--- src/logic/fdiv_fsqrt_pkg.sv ---
/*
 * Divide and square-root unit shared definitions
 * Operation and rounding-mode encodings, exception flags and default operand format
 */
package fdiv_fsqrt_pkg;

  // ------------------------------------------------------------
  // Default operand format
  // ------------------------------------------------------------

  // Unsigned Q8.8 operands unless the top level says otherwise
  parameter int DS_WIDTH_GP = 16;
  parameter int DS_FRAC_GP  = 8;   // Kept even so the radicand splits into bit pairs

  // ------------------------------------------------------------
  // Encodings
  // ------------------------------------------------------------

  typedef enum logic {
    DS_OP_DIV  = 1'b0,  // Quotient a/b
    DS_OP_SQRT = 1'b1   // Root of a, b is ignored
  } ds_op_e;

  typedef enum logic [1:0] {
    DS_RM_RTZ = 2'd0,  // Truncate toward zero
    DS_RM_RUP = 2'd1,  // Toward plus infinity
    DS_RM_RNE = 2'd2   // Nearest, ties go to the even result
  } ds_rm_e;

  // Exception flags returned with every result
  typedef struct packed {
    logic dz;  // Division with a zero divisor
    logic of;  // Result saturated to all ones
    logic nx;  // Remainder was not zero
  } ds_flags_s;

endpackage

--- src/logic/ds_if.sv ---
/*
 * Internal channels of the divide and square-root unit
 * Request from the issue stage to the iteration core, response from the core to writeback
 */
`timescale 1ns/1ps

// ------------------------------------------------------------
// Issue to core
// ------------------------------------------------------------
interface ds_req_if #(
  parameter int WIDTH_P = fdiv_fsqrt_pkg::DS_WIDTH_GP
) ();
  import fdiv_fsqrt_pkg::*;

  logic               start;  // One-cycle pulse per accepted request
  ds_op_e             op;
  ds_rm_e             rm;
  logic [WIDTH_P-1:0] a;
  logic [WIDTH_P-1:0] b;
  logic               dz;     // Divisor is zero on a division
  logic               busy;   // Core is working on the request

  modport source (output start, op, rm, a, b, dz, input busy);
  modport sink   (input start, op, rm, a, b, dz, output busy);

endinterface

// ------------------------------------------------------------
// Core to writeback
// ------------------------------------------------------------
interface ds_resp_if #(
  parameter int WIDTH_P = fdiv_fsqrt_pkg::DS_WIDTH_GP
) ();
  import fdiv_fsqrt_pkg::*;

  logic               done;    // One-cycle pulse with a finished result
  logic [WIDTH_P-1:0] result;
  ds_flags_s          flags;
  ds_op_e             op;
  logic               free;    // Writeback holds nothing

  modport source (output done, result, flags, op);
  modport sink   (input done, result, flags, op, output free);

endinterface

--- src/logic/ds_issue.sv ---
/*
 * Divide and square-root issue stage
 * Accepts one request at a time, keeps its register tag and spots a zero divisor
 */
`timescale 1ns/1ps

module ds_issue #(
  parameter int WIDTH_P     = fdiv_fsqrt_pkg::DS_WIDTH_GP,
  parameter int TAG_WIDTH_P = 5
) (
  input  logic                   clk_i,
  input  logic                   reset_i,

  input  logic                   v_i,
  input  logic [TAG_WIDTH_P-1:0] rd_i,
  input  fdiv_fsqrt_pkg::ds_op_e op_i,
  input  fdiv_fsqrt_pkg::ds_rm_e rm_i,
  input  logic [WIDTH_P-1:0]     a_i,
  input  logic [WIDTH_P-1:0]     b_i,
  output logic                   ready_o,

  output logic [TAG_WIDTH_P-1:0] tag_o,
  ds_req_if.source               req,
  input  logic                   wb_free_i
);
  import fdiv_fsqrt_pkg::*;

  typedef enum logic {
    IDLE,
    BUSY
  } issue_state_e;

  issue_state_e           state_r, state_n;
  logic                   accept;
  logic                   start_r;
  logic [TAG_WIDTH_P-1:0] tag_r;

  assign ready_o = (state_r == IDLE) & ~req.busy & wb_free_i;
  assign accept  = v_i & ready_o;

  // ------------------------------------------------------------
  // Control
  // ------------------------------------------------------------
  always_comb begin
    state_n = state_r;
    case (state_r)
      IDLE: begin
        if (accept) begin
          state_n = BUSY;
        end
      end
      BUSY: begin
        // The request has left the core and the writeback was emptied by yumi
        if (!start_r && !req.busy && wb_free_i) begin
          state_n = IDLE;
        end
      end
      default: state_n = BUSY;
    endcase
  end

  // Reset parks the stage in BUSY so ready_o stays low until one cycle after reset
  always_ff @(posedge clk_i) begin
    if (reset_i) begin
      state_r <= BUSY;
      start_r <= 1'b0;
    end else begin
      state_r <= state_n;
      start_r <= accept;  // Core sees the operands one cycle after acceptance
    end
  end

  // ------------------------------------------------------------
  // Request payload
  // ------------------------------------------------------------
  always_ff @(posedge clk_i) begin
    if (accept) begin
      tag_r  <= rd_i;
      req.op <= op_i;
      req.rm <= rm_i;
      req.a  <= a_i;
      req.b  <= b_i;
      req.dz <= (op_i == DS_OP_DIV) && (b_i == '0);
    end
  end

  assign req.start = start_r;
  assign tag_o     = tag_r;   // Held until the next acceptance

endmodule

--- src/logic/ds_iter_core.sv ---
/*
 * Radix-2 restoring divide and square-root engine
 * One remainder datapath serves both operations, then a single cycle rounds and saturates
 */
`timescale 1ns/1ps

module ds_iter_core #(
  parameter int WIDTH_P = fdiv_fsqrt_pkg::DS_WIDTH_GP,
  parameter int FRAC_P  = fdiv_fsqrt_pkg::DS_FRAC_GP
) (
  input  logic       clk_i,
  input  logic       reset_i,
  ds_req_if.sink     req,
  ds_resp_if.source  resp
);
  import fdiv_fsqrt_pkg::*;

  localparam int N_LP     = WIDTH_P + FRAC_P;      // Bits of A = a * 2^FRAC_P
  localparam int REM_W_LP = WIDTH_P + 2;           // Room for the shifted remainder of either op
  localparam int CNT_W_LP = $clog2(N_LP + 1);

  typedef enum logic [1:0] {
    IDLE,
    ITER,
    ROUND
  } core_state_e;

  core_state_e         state_r;
  logic [CNT_W_LP-1:0] cnt_r;      // Iterations still to run
  logic                done_r;

  logic [N_LP-1:0]     acc_r;      // Dividend or radicand bits not yet consumed, MSB first
  logic [N_LP-1:0]     q_r;        // Partial quotient or root
  logic [REM_W_LP-1:0] rem_r;
  logic [WIDTH_P-1:0]  b_r;
  ds_op_e              op_r;
  ds_rm_e              rm_r;
  logic                dz_r;

  logic [WIDTH_P-1:0]  result_r;
  ds_flags_s           flags_r;

  // ------------------------------------------------------------
  // Shared iteration step
  // ------------------------------------------------------------
  logic                sqrt_op;
  logic [REM_W_LP-1:0] shifted;
  logic [REM_W_LP-1:0] subtrahend;
  logic [REM_W_LP:0]   diff;
  logic                ge;
  logic [REM_W_LP-1:0] rem_n;

  assign sqrt_op = (op_r == DS_OP_SQRT);

  always_comb begin
    if (sqrt_op) begin
      // Bring down two radicand bits and try 4*root + 1
      shifted    = {rem_r[REM_W_LP-3:0], acc_r[N_LP-1 -: 2]};
      subtrahend = {q_r[REM_W_LP-3:0], 2'b01};
    end else begin
      shifted    = {rem_r[REM_W_LP-2:0], acc_r[N_LP-1]};  // One dividend bit per step
      subtrahend = {2'b00, b_r};
    end
  end

  assign diff  = {1'b0, shifted} - {1'b0, subtrahend};
  assign ge    = ~diff[REM_W_LP];                       // No borrow means the trial fits
  assign rem_n = ge ? diff[REM_W_LP-1:0] : shifted;     // Restore on a failed trial

  // ------------------------------------------------------------
  // Rounding
  // ------------------------------------------------------------
  logic              rem_nz;
  logic [REM_W_LP:0] half_lhs;
  logic [REM_W_LP:0] half_rhs;
  logic              half_gt;
  logic              half_eq;
  logic              round_up;
  logic [N_LP:0]     q_rnd;
  logic              ovf;

  assign rem_nz = |rem_r;

  // Division compares 2r with b, square root compares r with s
  assign half_lhs = sqrt_op ? {1'b0, rem_r} : {rem_r, 1'b0};
  assign half_rhs = sqrt_op ? {1'b0, q_r[REM_W_LP-1:0]} : {3'b000, b_r};
  assign half_gt  = half_lhs > half_rhs;
  assign half_eq  = (half_lhs == half_rhs) & ~sqrt_op;  // r equal to s is still below half

  always_comb begin
    case (rm_r)
      DS_RM_RUP: round_up = rem_nz;
      DS_RM_RNE: round_up = half_gt | (half_eq & q_r[0]);
      default:   round_up = 1'b0;
    endcase
  end

  assign q_rnd = {1'b0, q_r} + {{N_LP{1'b0}}, round_up};
  assign ovf   = |q_rnd[N_LP:WIDTH_P];  // Quotient wider than the result format

  // ------------------------------------------------------------
  // Control
  // ------------------------------------------------------------
  always_ff @(posedge clk_i) begin
    if (reset_i) begin
      state_r <= IDLE;
      cnt_r   <= '0;
      done_r  <= 1'b0;
    end else begin
      done_r <= 1'b0;
      case (state_r)
        IDLE: begin
          if (req.start) begin
            state_r <= req.dz ? ROUND : ITER;  // Zero divisor skips the iterations
            cnt_r   <= (req.op == DS_OP_SQRT) ? CNT_W_LP'(N_LP / 2) : CNT_W_LP'(N_LP);
          end
        end
        ITER: begin
          cnt_r <= cnt_r - 1'b1;
          if (cnt_r == CNT_W_LP'(1)) begin
            state_r <= ROUND;
          end
        end
        ROUND: begin
          state_r <= IDLE;
          done_r  <= 1'b1;
        end
        default: state_r <= IDLE;
      endcase
    end
  end

  // ------------------------------------------------------------
  // Datapath
  // ------------------------------------------------------------
  always_ff @(posedge clk_i) begin
    if ((state_r == IDLE) && req.start) begin
      op_r  <= req.op;
      rm_r  <= req.rm;
      dz_r  <= req.dz;
      b_r   <= req.b;
      acc_r <= N_LP'(req.a) << FRAC_P;
      q_r   <= '0;
      rem_r <= '0;
    end else if (state_r == ITER) begin
      acc_r <= sqrt_op ? (acc_r << 2) : (acc_r << 1);
      q_r   <= {q_r[N_LP-2:0], ge};
      rem_r <= rem_n;
    end

    if (state_r == ROUND) begin
      result_r   <= (dz_r | ovf) ? '1 : q_rnd[WIDTH_P-1:0];
      flags_r.dz <= dz_r;
      flags_r.of <= ~dz_r & ovf;
      flags_r.nx <= ~dz_r & rem_nz;
    end
  end

  assign req.busy    = (state_r != IDLE) | done_r;  // Covers the done cycle too
  assign resp.done   = done_r;
  assign resp.result = result_r;
  assign resp.flags  = flags_r;
  assign resp.op     = op_r;

endmodule

--- src/logic/ds_writeback.sv ---
/*
 * Divide and square-root writeback
 * Holds one finished result with its tag until the consumer takes it with yumi
 */
`timescale 1ns/1ps

module ds_writeback #(
  parameter int WIDTH_P     = fdiv_fsqrt_pkg::DS_WIDTH_GP,
  parameter int TAG_WIDTH_P = 5
) (
  input  logic                      clk_i,
  input  logic                      reset_i,

  ds_resp_if.sink                   resp,
  input  logic [TAG_WIDTH_P-1:0]    tag_i,

  output logic                      v_o,
  output logic [WIDTH_P-1:0]        result_o,
  output fdiv_fsqrt_pkg::ds_flags_s flags_o,
  output logic [TAG_WIDTH_P-1:0]    rd_o,
  output fdiv_fsqrt_pkg::ds_op_e    op_o,
  input  logic                      yumi_i
);

  typedef enum logic {
    EMPTY,
    FULL
  } wb_state_e;

  wb_state_e state_r;

  // ------------------------------------------------------------
  // Hold state
  // ------------------------------------------------------------
  always_ff @(posedge clk_i) begin
    if (reset_i) begin
      state_r <= EMPTY;
    end else begin
      case (state_r)
        EMPTY:   state_r <= resp.done ? FULL : EMPTY;
        FULL:    state_r <= yumi_i ? EMPTY : FULL;  // Released on the taking edge
        default: state_r <= EMPTY;
      endcase
    end
  end

  // Only one result is ever in flight, so done never arrives while FULL
  always_ff @(posedge clk_i) begin
    if ((state_r == EMPTY) && resp.done) begin
      result_o <= resp.result;
      flags_o  <= resp.flags;
      op_o     <= resp.op;
      rd_o     <= tag_i;
    end
  end

  assign v_o       = (state_r == FULL);
  assign resp.free = (state_r == EMPTY);

endmodule

--- src/logic/fdiv_fsqrt_unit.sv ---
/*
 * Iterative fixed-point divide and square-root unit
 * Issue, iteration core and writeback in a valid/ready in, valid/yumi out pipe
 */
`timescale 1ns/1ps

module fdiv_fsqrt_unit #(
  parameter int WIDTH_P     = fdiv_fsqrt_pkg::DS_WIDTH_GP,
  parameter int FRAC_P      = fdiv_fsqrt_pkg::DS_FRAC_GP,   // Must be even
  parameter int TAG_WIDTH_P = 5
) (
  input  logic                      clk_i,
  input  logic                      reset_i,

  input  logic                      v_i,
  input  logic [TAG_WIDTH_P-1:0]    rd_i,
  input  fdiv_fsqrt_pkg::ds_op_e    op_i,
  input  fdiv_fsqrt_pkg::ds_rm_e    rm_i,
  input  logic [WIDTH_P-1:0]        a_i,
  input  logic [WIDTH_P-1:0]        b_i,
  output logic                      ready_o,

  output logic                      v_o,
  output logic [WIDTH_P-1:0]        result_o,
  output fdiv_fsqrt_pkg::ds_flags_s flags_o,
  output logic [TAG_WIDTH_P-1:0]    rd_o,
  output fdiv_fsqrt_pkg::ds_op_e    op_o,
  input  logic                      yumi_i
);

  logic [TAG_WIDTH_P-1:0] tag_lo;

  ds_req_if  #(.WIDTH_P(WIDTH_P)) req_if  ();
  ds_resp_if #(.WIDTH_P(WIDTH_P)) resp_if ();

  ds_issue #(
    .WIDTH_P     (WIDTH_P),
    .TAG_WIDTH_P (TAG_WIDTH_P)
  ) issue_i (
    .clk_i     (clk_i),
    .reset_i   (reset_i),
    .v_i       (v_i),
    .rd_i      (rd_i),
    .op_i      (op_i),
    .rm_i      (rm_i),
    .a_i       (a_i),
    .b_i       (b_i),
    .ready_o   (ready_o),
    .tag_o     (tag_lo),
    .req       (req_if.source),
    .wb_free_i (resp_if.free)   // Next request waits until the result is taken
  );

  ds_iter_core #(
    .WIDTH_P (WIDTH_P),
    .FRAC_P  (FRAC_P)
  ) core_i (
    .clk_i   (clk_i),
    .reset_i (reset_i),
    .req     (req_if.sink),
    .resp    (resp_if.source)
  );

  ds_writeback #(
    .WIDTH_P     (WIDTH_P),
    .TAG_WIDTH_P (TAG_WIDTH_P)
  ) wb_i (
    .clk_i    (clk_i),
    .reset_i  (reset_i),
    .resp     (resp_if.sink),
    .tag_i    (tag_lo),
    .v_o      (v_o),
    .result_o (result_o),
    .flags_o  (flags_o),
    .rd_o     (rd_o),
    .op_o     (op_o),
    .yumi_i   (yumi_i)
  );

endmodule

--- config.mk ---
export PLATFORM = sky130hd
export DESIGN_NAME = fdiv_fsqrt_unit
export DESIGN_NICKNAME = d
export VERILOG_FILES = /design/src/logic/fdiv_fsqrt_pkg.sv /design/src/logic/ds_if.sv /design/src/logic/ds_issue.sv /design/src/logic/ds_iter_core.sv /design/src/logic/ds_writeback.sv /design/src/logic/fdiv_fsqrt_unit.sv
export SDC_FILE = /design/constraint.sdc
export NUM_CORES = 1
export LEC_CHECK = 0
export ABC_CLOCK_PERIOD_IN_PS = 12190
export CORE_MARGIN = 5
export CORE_UTILIZATION = 50
export DETAILED_ROUTE_END_ITERATION = 10
export DONT_BUFFER_PORTS = 1
export HOLD_SLACK_MARGIN = 0.12
export PLACE_DENSITY_LB_ADDON = 0.1
export RECOVER_POWER = 50
export SLEW_MARGIN = 15
export SYNTH_ARGS = -nofsm -noshare
export SYNTH_HDL_FRONTEND = slang
export SYNTH_SLANG_ARGS = --single-unit
--- constraint.sdc ---
create_clock -name clk_i -period 12.19 [get_ports clk_i]
set_input_delay 3.0475 -clock clk_i [delete_from_list [all_inputs] [get_ports clk_i]]
set_output_delay 3.0475 -clock clk_i [all_outputs]
set_load 0.02 [all_outputs]
==> impl_metrics.toml, run 1 <==
[logic_synthesis]
ys_types = 55
yosys_warnings = 0
asyncSetResetFlopFracSynth_pct = 0
synth.most_common_cell = "nand2_1"
cell_type_with_the_largest_total_area_after_synthesis = "edfxtp_1"
synth_seq_cells = 174
synth_top_cells_by_area = "edfxtp_1 (43%), dfxtp_1 (13%), nand2_1 (7.8%), ha_1 (6.2%), a21oi_1 (3.9%)"
netlist_area_um2 = 8460
synthDominantCellAreaShare_pct = 42.9
number_of_standard_cells_after_synthesis = 829
synthTopCellsByCount = "nand2_1 (176), edfxtp_1 (121), a21oi_1 (66), o21ai_0 (62), dfxtp_1 (53)"
synth_flop_cell = "edfxtp_1"
postSynthAreaPerCell_um2 = 10.2
edff_count_synth = 121
synthesized_net_count = 916
synth_seq_area_share_pct = 55.5

[die]
floorplan.die.height_um = 140
floorplan.initialDensity_pct = 51.0
die-area_um2 = 19600
die_w_um = 140
top_level_i_o_count = 71
floorplan.rows = 47
core-area_um2 = 16600

[run]
drv.max_cap_violation_count = 3

[routing]
drt-met1-wl_mm = 8.30
routed-wl-met2_mm = 8.09
antenna_left = 0
drt-initial-drc-count = 352
total_routed_length_mm = 17.4
via_count = 5873
via_cell_ratio = 5.60
drc_errors = 0
met3WireLength_um = 767
wire_per_inst_um = 16.6
top_layer_used = "met4"
detail_route.first_pass.iterations = 5

[clock_network]
postCtsHoldBufs = 0
worstSkewPairLatency_ns = 0.43
cts_setup_buffers = 0
post_cts.resized_instances = 0
cts-buffers-inserted = 17
numClockSinks = 174
clock-root-buffer = "clkbuf_16"
cts-htree-levels = 4
tritoncts = "done"
clk_path_buf_depth = 2
worst_setup_hold_path_clk_slew_ns = 0.07

[sta]
finalHoldWorstSlack_ns = 0.414
max_freq_mhz = 132
finalSetupViolCount = 0
max-slew-margin-rel_pct = -159
slew_viol_final = 196
fin_tns_setup_ns = 0
fin_crit_sh_pct = 62.1
layout_min_cycle_time_ns = 7.57
worst_pin_slew_ns = 3.88
timing_hold_violations_final = 0
grt_setup_unrepaired = "false"
skew_ns = 0.00980

[power_and_ir_drop]
total_leakage_power_nw = 3.45
worst_supply_voltage_drop_on_vdd_v = 0.000107
pwr_density_cell_nw_per_um2 = 200

[global_route]
first_global_vias = 5752
grt_max_degree = 87
first_pass_grt_wire_length_mm = 28.8
grt-ovfl-total = 0
grt_use_total_pct = 18.1
antenna_found_initial = 0

[setup_path]
criticalPathCategory = "reg -> reg"
cp_data_arrival_time_ns = 7.72
crit_fanout = 86
critical_path_required_ns = 12.35
start_kind = "register"
worstSetupEndpointType = "register"

[layout]
fillers = 1458
drive_above_1_share_pct = 7.00
finalInstanceArea_um2 = 9180
syn2layout_area_growth_pct = 8.49
finish.net_count = 902
antenna-diode-count = 0

[min_path]
min_path_type = "reg -> reg"

[placement]
post_detailed_placement_cell_area_um2 = 8620
portBuffers = 0
detailedPlacementHpwl_mm = 12.4
routabilityCongestion = 0.886

[run_status]
outcome = "finished with violations"
violations = "capacitance limit, slew limit"
[critical path: stages, from the launching register on]
cell and delay (ns):
edfxtp_1 0.35, clkbuf_1 2.71, nand2_1 0.41, nand2_1 0.22, ha_1 0.17, and3_1 0.15
nand3_1 0.09, or4_1 0.54, mux2_2 0.25, nand3_1 0.08, a21oi_1 0.15, ha_1 0.20
ha_1 0.18, nand3_1 0.15, nor2_1 0.36, and2_4 0.23, and3_1 0.15, a31oi_1 0.09
a211oi_2 0.25, and2b_4 0.33, o21ai_0 0.14
[sequential cells by signal, summed over array words and instances (netlist names), 2 cells and up]
register            cells
core_i.q_r             24
wb_i.result_o          16
core_i.resp.flags       3
issue_i.tag_o           5
issue_i.req.a          16
core_i.b_r             16
issue_i.req.b          16
wb_i.rd_o               5
core_i.rm_r             2
issue_i.req.rm          2
core_i.resp.result     16
core_i.acc_r           16
wb_i.flags_o            3
core_i.cnt_r            5
core_i.state_r          2
core_i.rem_r           18
[metal layers]
metal,track usage [%],vias to the layer above
li1,-,2953
met1,24.9,2755
met2,28.3,143
met3,3.75,22
met4,6.73,0
met5,0,-
[stage by stage]
stage	utilization [%]	cells	setup slack (ns)	power, mW
5_1_grt	55.3	1048	3.86	1.96
6_report	55.3	1048	4.62	1.84
2_1_floorplan	-	829	7.30	1.18
3_5_place_dp	52.0	1016	6.98	1.31
3_3_place_gp	52.0	1016	7.08	1.29
4_1_cts	55.4	1048	6.96	1.85
[final cells by class]
cell class | instances | area, um^2 | area share, %
Clock buffer | 18 | 429 | 4.68
Clock inverter | 14 | 148 | 1.61
Inverter | 13 | 48.8 | 0.532
Multi-Input combinational cell | 603 | 3550 | 38.7
Sequential cell | 174 | 4690 | 51.1
Tap cell | 220 | 275 | 3.00
Timing Repair Buffer | 6 | 33.8 | 0.368
[cell usage in the layout (no fill, tap or decap), types with 3 or more instances in the layout]
cell type,Yosys,layout
nand4_1,7,7
nand2_1,176,176
nor2b_1,25,24
a211oi_1,5,5
xnor2_1,12,12
o211ai_1,3,3
clkbuf_1,24,4
nand2_2,10,10
mux2i_1,18,18
o2111ai_1,3,3
and3_1,6,6
or3_1,4,4
edfxtp_1,121,121
nand2b_1,8,7
o31ai_1,3,3
o21ai_0,62,62
buf_4,0,3
nor2_1,46,46
dfxtp_1,53,53
nor3_1,8,8
inv_1,11,12
a31oi_1,8,8
a21oi_1,66,66
nand3_1,22,22
xor2_1,12,12
nor4_1,11,11
a21o_1,11,11
clkbuf_16,0,17
ha_1,42,42
a311oi_1,5,5
inv_6,0,6
[cells by family after synthesis]
group / share of synthesized area, %
buf+inv: 2.69
compound gates: 12.2
flops: 55.5
fa+ha+maj: 6.45
xor+xnor: 2.48
simple gates: 18.3
mux: 2.40
[power by group]
part / switching (mW) / internal [mW]
Sequential: 0.0448 / 0.687
Clock: 0.246 / 0.289
Combinational: 0.341 / 0.231
[worst paths after layout]
path | end | slack (ns) | start | cells past startpoint
max | core_i.resp.result[3] | 4.62 | core_i.resp.op | 20
min | core_i.b_r[7] | 0.41 | issue_i.req.b[7] | 0
max reg2reg | core_i.resp.result[3] | 4.62 | core_i.resp.op | 20
min reg2reg | core_i.b_r[7] | 0.41 | issue_i.req.b[7] | 0
No activity file was read; power rests on OpenSTA's default activity.
==> inputs of run 2 (changes only) <==
- ABC_CLOCK_PERIOD_IN_PS: 12190 -> 7700
- clock period: 12.19 -> 7.7 ns (I/O delays scaled with it)
==> run 2 against run 1 <==
  * The run still ends with capacitance limit, slew limit left
  * Sequential power up 58%
  * Routed wire length grew 0.54%
  * Count of clock-buffer cells in the layout is the same
  * Sequential share of layout area rose by 0.056 points
  * Clock power rose by 54%
  * Global-route usage rose by 0.31 points
  * Register-to-register slack worse by 2.2 ns
  * Critical path depth unchanged
  * Die area unchanged
==> impl_metrics.toml, run 2 (synthesis gave the netlist of run 1 again) <==
[layout]
finish.net_count = 902
final_common_cell = "nand2_1"
largest_register_ffs = 24
drive_above_1_share_pct = 6.88
fillers = 1435
layout_top_registers = "core_i.q_r (24), core_i.rem_r (18)"
syn2layout_area_growth_pct = 8.37
most_frequent_cells_in_the_layout = "nand2_1 (176), edfxtp_1 (121), a21oi_1 (66)"
antenna-diode-count = 0
regMostFlops = "core_i.q_r"

[clock_network]
cts-htree-levels = 4
worst_setup_hold_path_clk_slew_ns = 0.07
cts-buffers-inserted = 17
postCtsHoldBufs = 0
clk_path_buf_depth = 2
numClockSinks = 174
tritoncts = "done"
clock-root-buffer = "clkbuf_16"
post_cts.resized_instances = 0
cts_setup_buffers = 0
worstSkewPairLatency_ns = 0.43

[setup_path]
crit_path_max_incr_delay_ns = 0.71
timing.critical_path.max_delay_family = "simple AND/OR/NAND/NOR gates"
critical_path_required_ns = 7.86
critical_path.cell_chain = "buf_4 -> nor2b_1 -> a21oi_1 -> ha_1 -> and3_1 -> nand3_1 -> or4_1 -> mux2_2 -> nand3_1 -> a21oi_1 -> ha_1 -> ha_1 -> nand3_1 -> nor2_1 -> and2_4 -> and3_1 -> a31oi_1 -> a211oi_2 -> and2b_4 -> o21ai_0"
worstSetupEndpointType = "register"
cp_data_arrival_time_ns = 5.44
timing.critical_path.slowest_stage_cell = "buf_4"
worstPathBufferInverterCount = 1
criticalPathCategory = "reg -> reg"
start_kind = "register"
crit_fanout = 86

[routing]
detail_route.first_pass.iterations = 5
via_count = 5894
total_routed_length_mm = 17.5
drt-initial-drc-count = 433
drc_errors = 0
via_cell_ratio = 5.62
wire_per_inst_um = 16.7
antenna_left = 0

[sta]
slew_viol_final = 109
finalSetupViolCount = 0
layout_min_cycle_time_ns = 5.28
max-slew-margin-rel_pct = -124
max_freq_mhz = 189
skew_ns = 0.00908
fin_crit_sh_pct = 68.6
worst_pin_slew_ns = 3.36
grt_setup_unrepaired = "false"
fin_tns_setup_ns = 0
timing_hold_violations_final = 0

[power_and_ir_drop]
total_power_mw = 2.89
pwr_density_cell_nw_per_um2 = 315
worst_supply_voltage_drop_on_vdd_v = 0.000169
total_leakage_power_nw = 3.44

[run_status]
violations = "capacitance limit, slew limit"
outcome = "finished with violations"

[die]
top_level_i_o_count = 71
floorplan.die.height_um = 140
core-area_um2 = 16600
die_w_um = 140
floorplan.initialDensity_pct = 51.0
floorplan.rows = 47
die-area_um2 = 19600

[run]
drv.max_cap_violation_count = 2

[global_route]
first_global_vias = 5768
grt-ovfl-total = 0
antenna_found_initial = 0
first_pass_grt_wire_length_mm = 29.1
grt_max_degree = 87
grt_use_total_pct = 18.4

[placement]
portBuffers = 0
routabilityCongestion = 0.886
detailedPlacementHpwl_mm = 12.4

[min_path]
min_path_type = "reg -> reg"
-- run 2: path summary, 6_finish.rpt --
path | endpoint | startpoint | slack (ns) | cells past startpoint
worst max-delay path | core_i.resp.result[3] | core_i.resp.op | 2.42 | 20
worst min register to register | core_i.b_r[7] | issue_i.req.b[7] | 0.42 | 0
worst max register to register | core_i.resp.result[3] | core_i.resp.op | 2.42 | 20
worst min-delay path | core_i.b_r[7] | issue_i.req.b[7] | 0.42 | 0
-- run 2: metal layers --
metal	wire length [um]	GRT usage, %	share of wire [%]	vias up
met5	0	0	0	-
li1	-	-	-	2955
met1	8250	25.1	47	2782
met4	289	5.86	1.6	0
met2	8280	29.3	47	139
met3	723	4.23	4.1	18
-- run 2: layout make-up --
class                           count  area, um^2  share of cell area [%]
Clock buffer                       18         429                    4.68
Clock inverter                     14         134                    1.46
Inverter                           13        48.8                   0.532
Multi-Input combinational cell    603        3550                    38.7
Sequential cell                   174        4690                    51.2
Tap cell                          220         275                    3.00
Timing Repair Buffer                6        37.5                   0.409
-- run 2: stage by stage --
step | hold WS (ns) | util (%) | area (um^2) | instances | setup slack (ns)
floorplan | 0.400 | - | 8460 | 829 | 2.81
global placement | 0.400 | 52.0 | 8620 | 1016 | 2.59
detailed placement | 0.405 | 52.0 | 8620 | 1016 | 2.46
CTS | 0.418 | 55.3 | 9180 | 1048 | 2.44
global route | 0.429 | 55.3 | 9170 | 1048 | 1.94
finish | 0.416 | 55.3 | 9170 | 1048 | 2.42
-- run 2: worst reg2reg max path, cell delays in order (launching register included) --
cell      delay, ns
edfxtp_1       0.35
buf_4          0.71
nor2b_1        0.26
a21oi_1        0.17
ha_1           0.16
and3_1         0.15
nand3_1        0.09
or4_1          0.54
mux2_2         0.24
nand3_1        0.09
a21oi_1        0.15
ha_1           0.20
ha_1           0.20
nand3_1        0.14
nor2_1         0.36
and2_4         0.23
and3_1         0.15
a31oi_1        0.09
a211oi_2       0.25
and2b_4        0.34
o21ai_0        0.15
-- run 2: report_power, final --
part | switching (mW) | internal, mW | total (mW)
combinational | 0.543 | 0.365 | 0.908
sequential | 0.0706 | 1.09 | 1.16
clock | 0.374 | 0.451 | 0.825
==> inputs of run 3 (changes only) <==
- ABC_CLOCK_PERIOD_IN_PS: 7700 -> 5000
- clock period: 7.7 -> 5 ns (I/O delays scaled with it)
==> run 3 against run 2 <==
  * The run still ends with capacitance limit, slew limit left
  * Combinational power increased by 56%
  * Die area did not move
  * Worst setup slack got worse by 2.1 ns
  * Register-to-register slack lost 2.1 ns
  * Routed wire length grew 5.1%
  * Cell count increased by 1.4%
  * Via count rose by 1.6%
  * Clock skew up 0.00097 ns
  * Sequential share of layout area decreased by 1.0 points
  * Sequential cell count unchanged
  * Critical endpoint is now core_i.resp.result[10]
==> impl_metrics.toml, run 3 (synthesis gave the netlist of run 1 again) <==
[die]
floorplan.initialDensity_pct = 51.0
floorplan.rows = 47
top_level_i_o_count = 71
core-area_um2 = 16600
die_w_um = 140
die-area_um2 = 19600
floorplan.die.height_um = 140

[global_route]
antenna_found_initial = 0
first_global_vias = 5806
grt-ovfl-total = 0
grt_max_degree = 83
grt_use_total_pct = 19.1
first_pass_grt_wire_length_mm = 30.1

[sta]
finalSetupViolCount = 0
max_freq_mhz = 213
timing_hold_violations_final = 0
fin_crit_sh_pct = 93.7
skew_ns = 0.0101
slew_viol_final = 73
worst_pin_slew_ns = 2.12
layout_min_cycle_time_ns = 4.69
fin_tns_setup_ns = 0
max-slew-margin-rel_pct = -41.0

[clock_network]
worstSkewPairLatency_ns = 0.43
cts-buffers-inserted = 17
numClockSinks = 174
tritoncts = "done"
clk_path_buf_depth = 2
cts-htree-levels = 4
clock-root-buffer = "clkbuf_16"
worst_setup_hold_path_clk_slew_ns = 0.07

[run_status]
outcome = "finished with violations"
violations = "capacitance limit, slew limit"

[setup_path]
start_kind = "register"
worstSetupEndpointType = "register"
cp_data_arrival_time_ns = 4.87
critical_path_s_most_frequent_cell = "ha_1"
criticalPathCategory = "reg -> reg"
timing.critical_path.slowest_stage_cell = "edfxtp_1"
crit_path_max_incr_delay_ns = 0.46
worstPathBufferInverterCount = 2
critical_path_required_ns = 5.18
crit_fanout = 14
timing.critical_path.max_delay_family = "simple AND/OR/NAND/NOR gates"
critical_path.cell_chain = "clkinvlp_4 -> nand2_1 -> nand2_1 -> ha_1 -> a21o_1 -> a21o_1 -> a21oi_1 -> nor2_1 -> nor3_1 -> o2111ai_1 -> mux2_2 -> nand3_1 -> a21oi_1 -> ha_1 -> ha_1 -> nand3_1 -> nor2_1 -> and2_4 -> a311oi_1 -> a31oi_1 -> a211oi_2 -> and2b_4 -> buf_12 -> nand2_2"

[power_and_ir_drop]
worst_supply_voltage_drop_on_vdd_v = 0.000284
total_leakage_power_nw = 3.55
pwr_density_cell_nw_per_um2 = 486
total_power_mw = 4.55

[routing]
wire_per_inst_um = 17.3
detail_route.first_pass.iterations = 5
antenna_left = 0
via_count = 5987
drt-initial-drc-count = 388
total_routed_length_mm = 18.4
via_cell_ratio = 5.63
drc_errors = 0

[layout]
finish.net_count = 917
ff_latch_area_um2 = 4690
drive_above_1_share_pct = 9.25
largest_register_ffs = 24
final_common_cell = "nand2_1"
most_frequent_cells_in_the_layout = "nand2_1 (176), edfxtp_1 (121), a21oi_1 (66)"
finalCoreUtilization_pct = 56.4
multi_input_area_um2 = 3550
layout_top_registers = "core_i.q_r (24), core_i.rem_r (18)"
antenna-diode-count = 0
regMostFlops = "core_i.q_r"
fillers = 1464
syn2layout_area_growth_pct = 10.5

[placement]
detailedPlacementHpwl_mm = 13.1
routabilityCongestion = 0.939
portBuffers = 0

[run]
drv.max_cap_violation_count = 2

[min_path]
min_path_type = "reg -> reg"
==> run 3: cell count changes in the layout (fill, tap and decap cells not counted), sizes merged <==
cell / previous run / this run
clkinv: 8 / 6
clkbuf: 20 / 19
buf: 4 / 19
inv: 16 / 19
==> run 3: worst paths after layout <==
kind	startpoint	endpoint	slack, ns	depth (start not counted)
min	issue_i.req.b[11]	core_i.b_r[11]	0.42	0
max	core_i.resp.op	core_i.resp.result[10]	0.31	24
min reg2reg	issue_i.req.b[11]	core_i.b_r[11]	0.42	0
max reg2reg	core_i.resp.op	core_i.resp.result[10]	0.31	24
==> run 3: stage by stage <==
stage	hold slack [ns]	instances	worst slack, ns	area, um^2
floorplan	0.400	829	0.114	8460
global placement	0.400	1027	0.361	8710
detailed placement	0.405	1027	0.221	8710
CTS	0.420	1059	0.168	9310
global route	0.426	1063	-0.00209	9350
finish	0.420	1063	0.313	9350
==> run 3: cell type report <==
type / instances / share of cell area, %
Sequential cell: 174 / 50.2
Multi-Input combinational cell: 603 / 38.0
Clock buffer: 17 / 4.55
Tap cell: 220 / 2.94
Clock inverter: 15 / 1.89
Timing Repair Buffer: 21 / 1.87
Inverter: 13 / 0.562
==> run 3: metal layers <==
layer | part of all wire, % | GRT usage (%) | up-vias
met5 | 0 | 0 | -
met3 | 3.8 | 3.51 | 18
met1 | 46 | 25.8 | 2868
met2 | 49 | 31.5 | 130
li1 | - | - | 2971
met4 | 1.3 | 5.92 | 0
==> run 3: repair_timing <==
action | 4_1_cts | 5_1_grt
resized for setup | 0 | 2
buffers inserted | 0 | 4
setup endpoints to repair | 0 | 16
hold buffers | 0 | 0
==> run 3: report_power, final <==
part	internal (mW)	switching (mW)	leakage [nW]	total, mW
combinational	0.568	0.852	1.72	1.42
sequential	1.67	0.109	1.54	1.78
clock	0.716	0.627	0.294	1.34
total	2.96	1.59	3.55	4.55
==> run 3: worst reg2reg max path: cells and delay by family, from the launching register on <==
kind	cells	cell delay, ns
AND/OR/NAND/NOR	10	1.28
AO/OA/AOI/OAI	8	1.25
adder cells (fa/ha/maj)	3	0.72
flip-flops	1	0.46
buffers and inverters	2	0.45
multiplexers	1	0.29
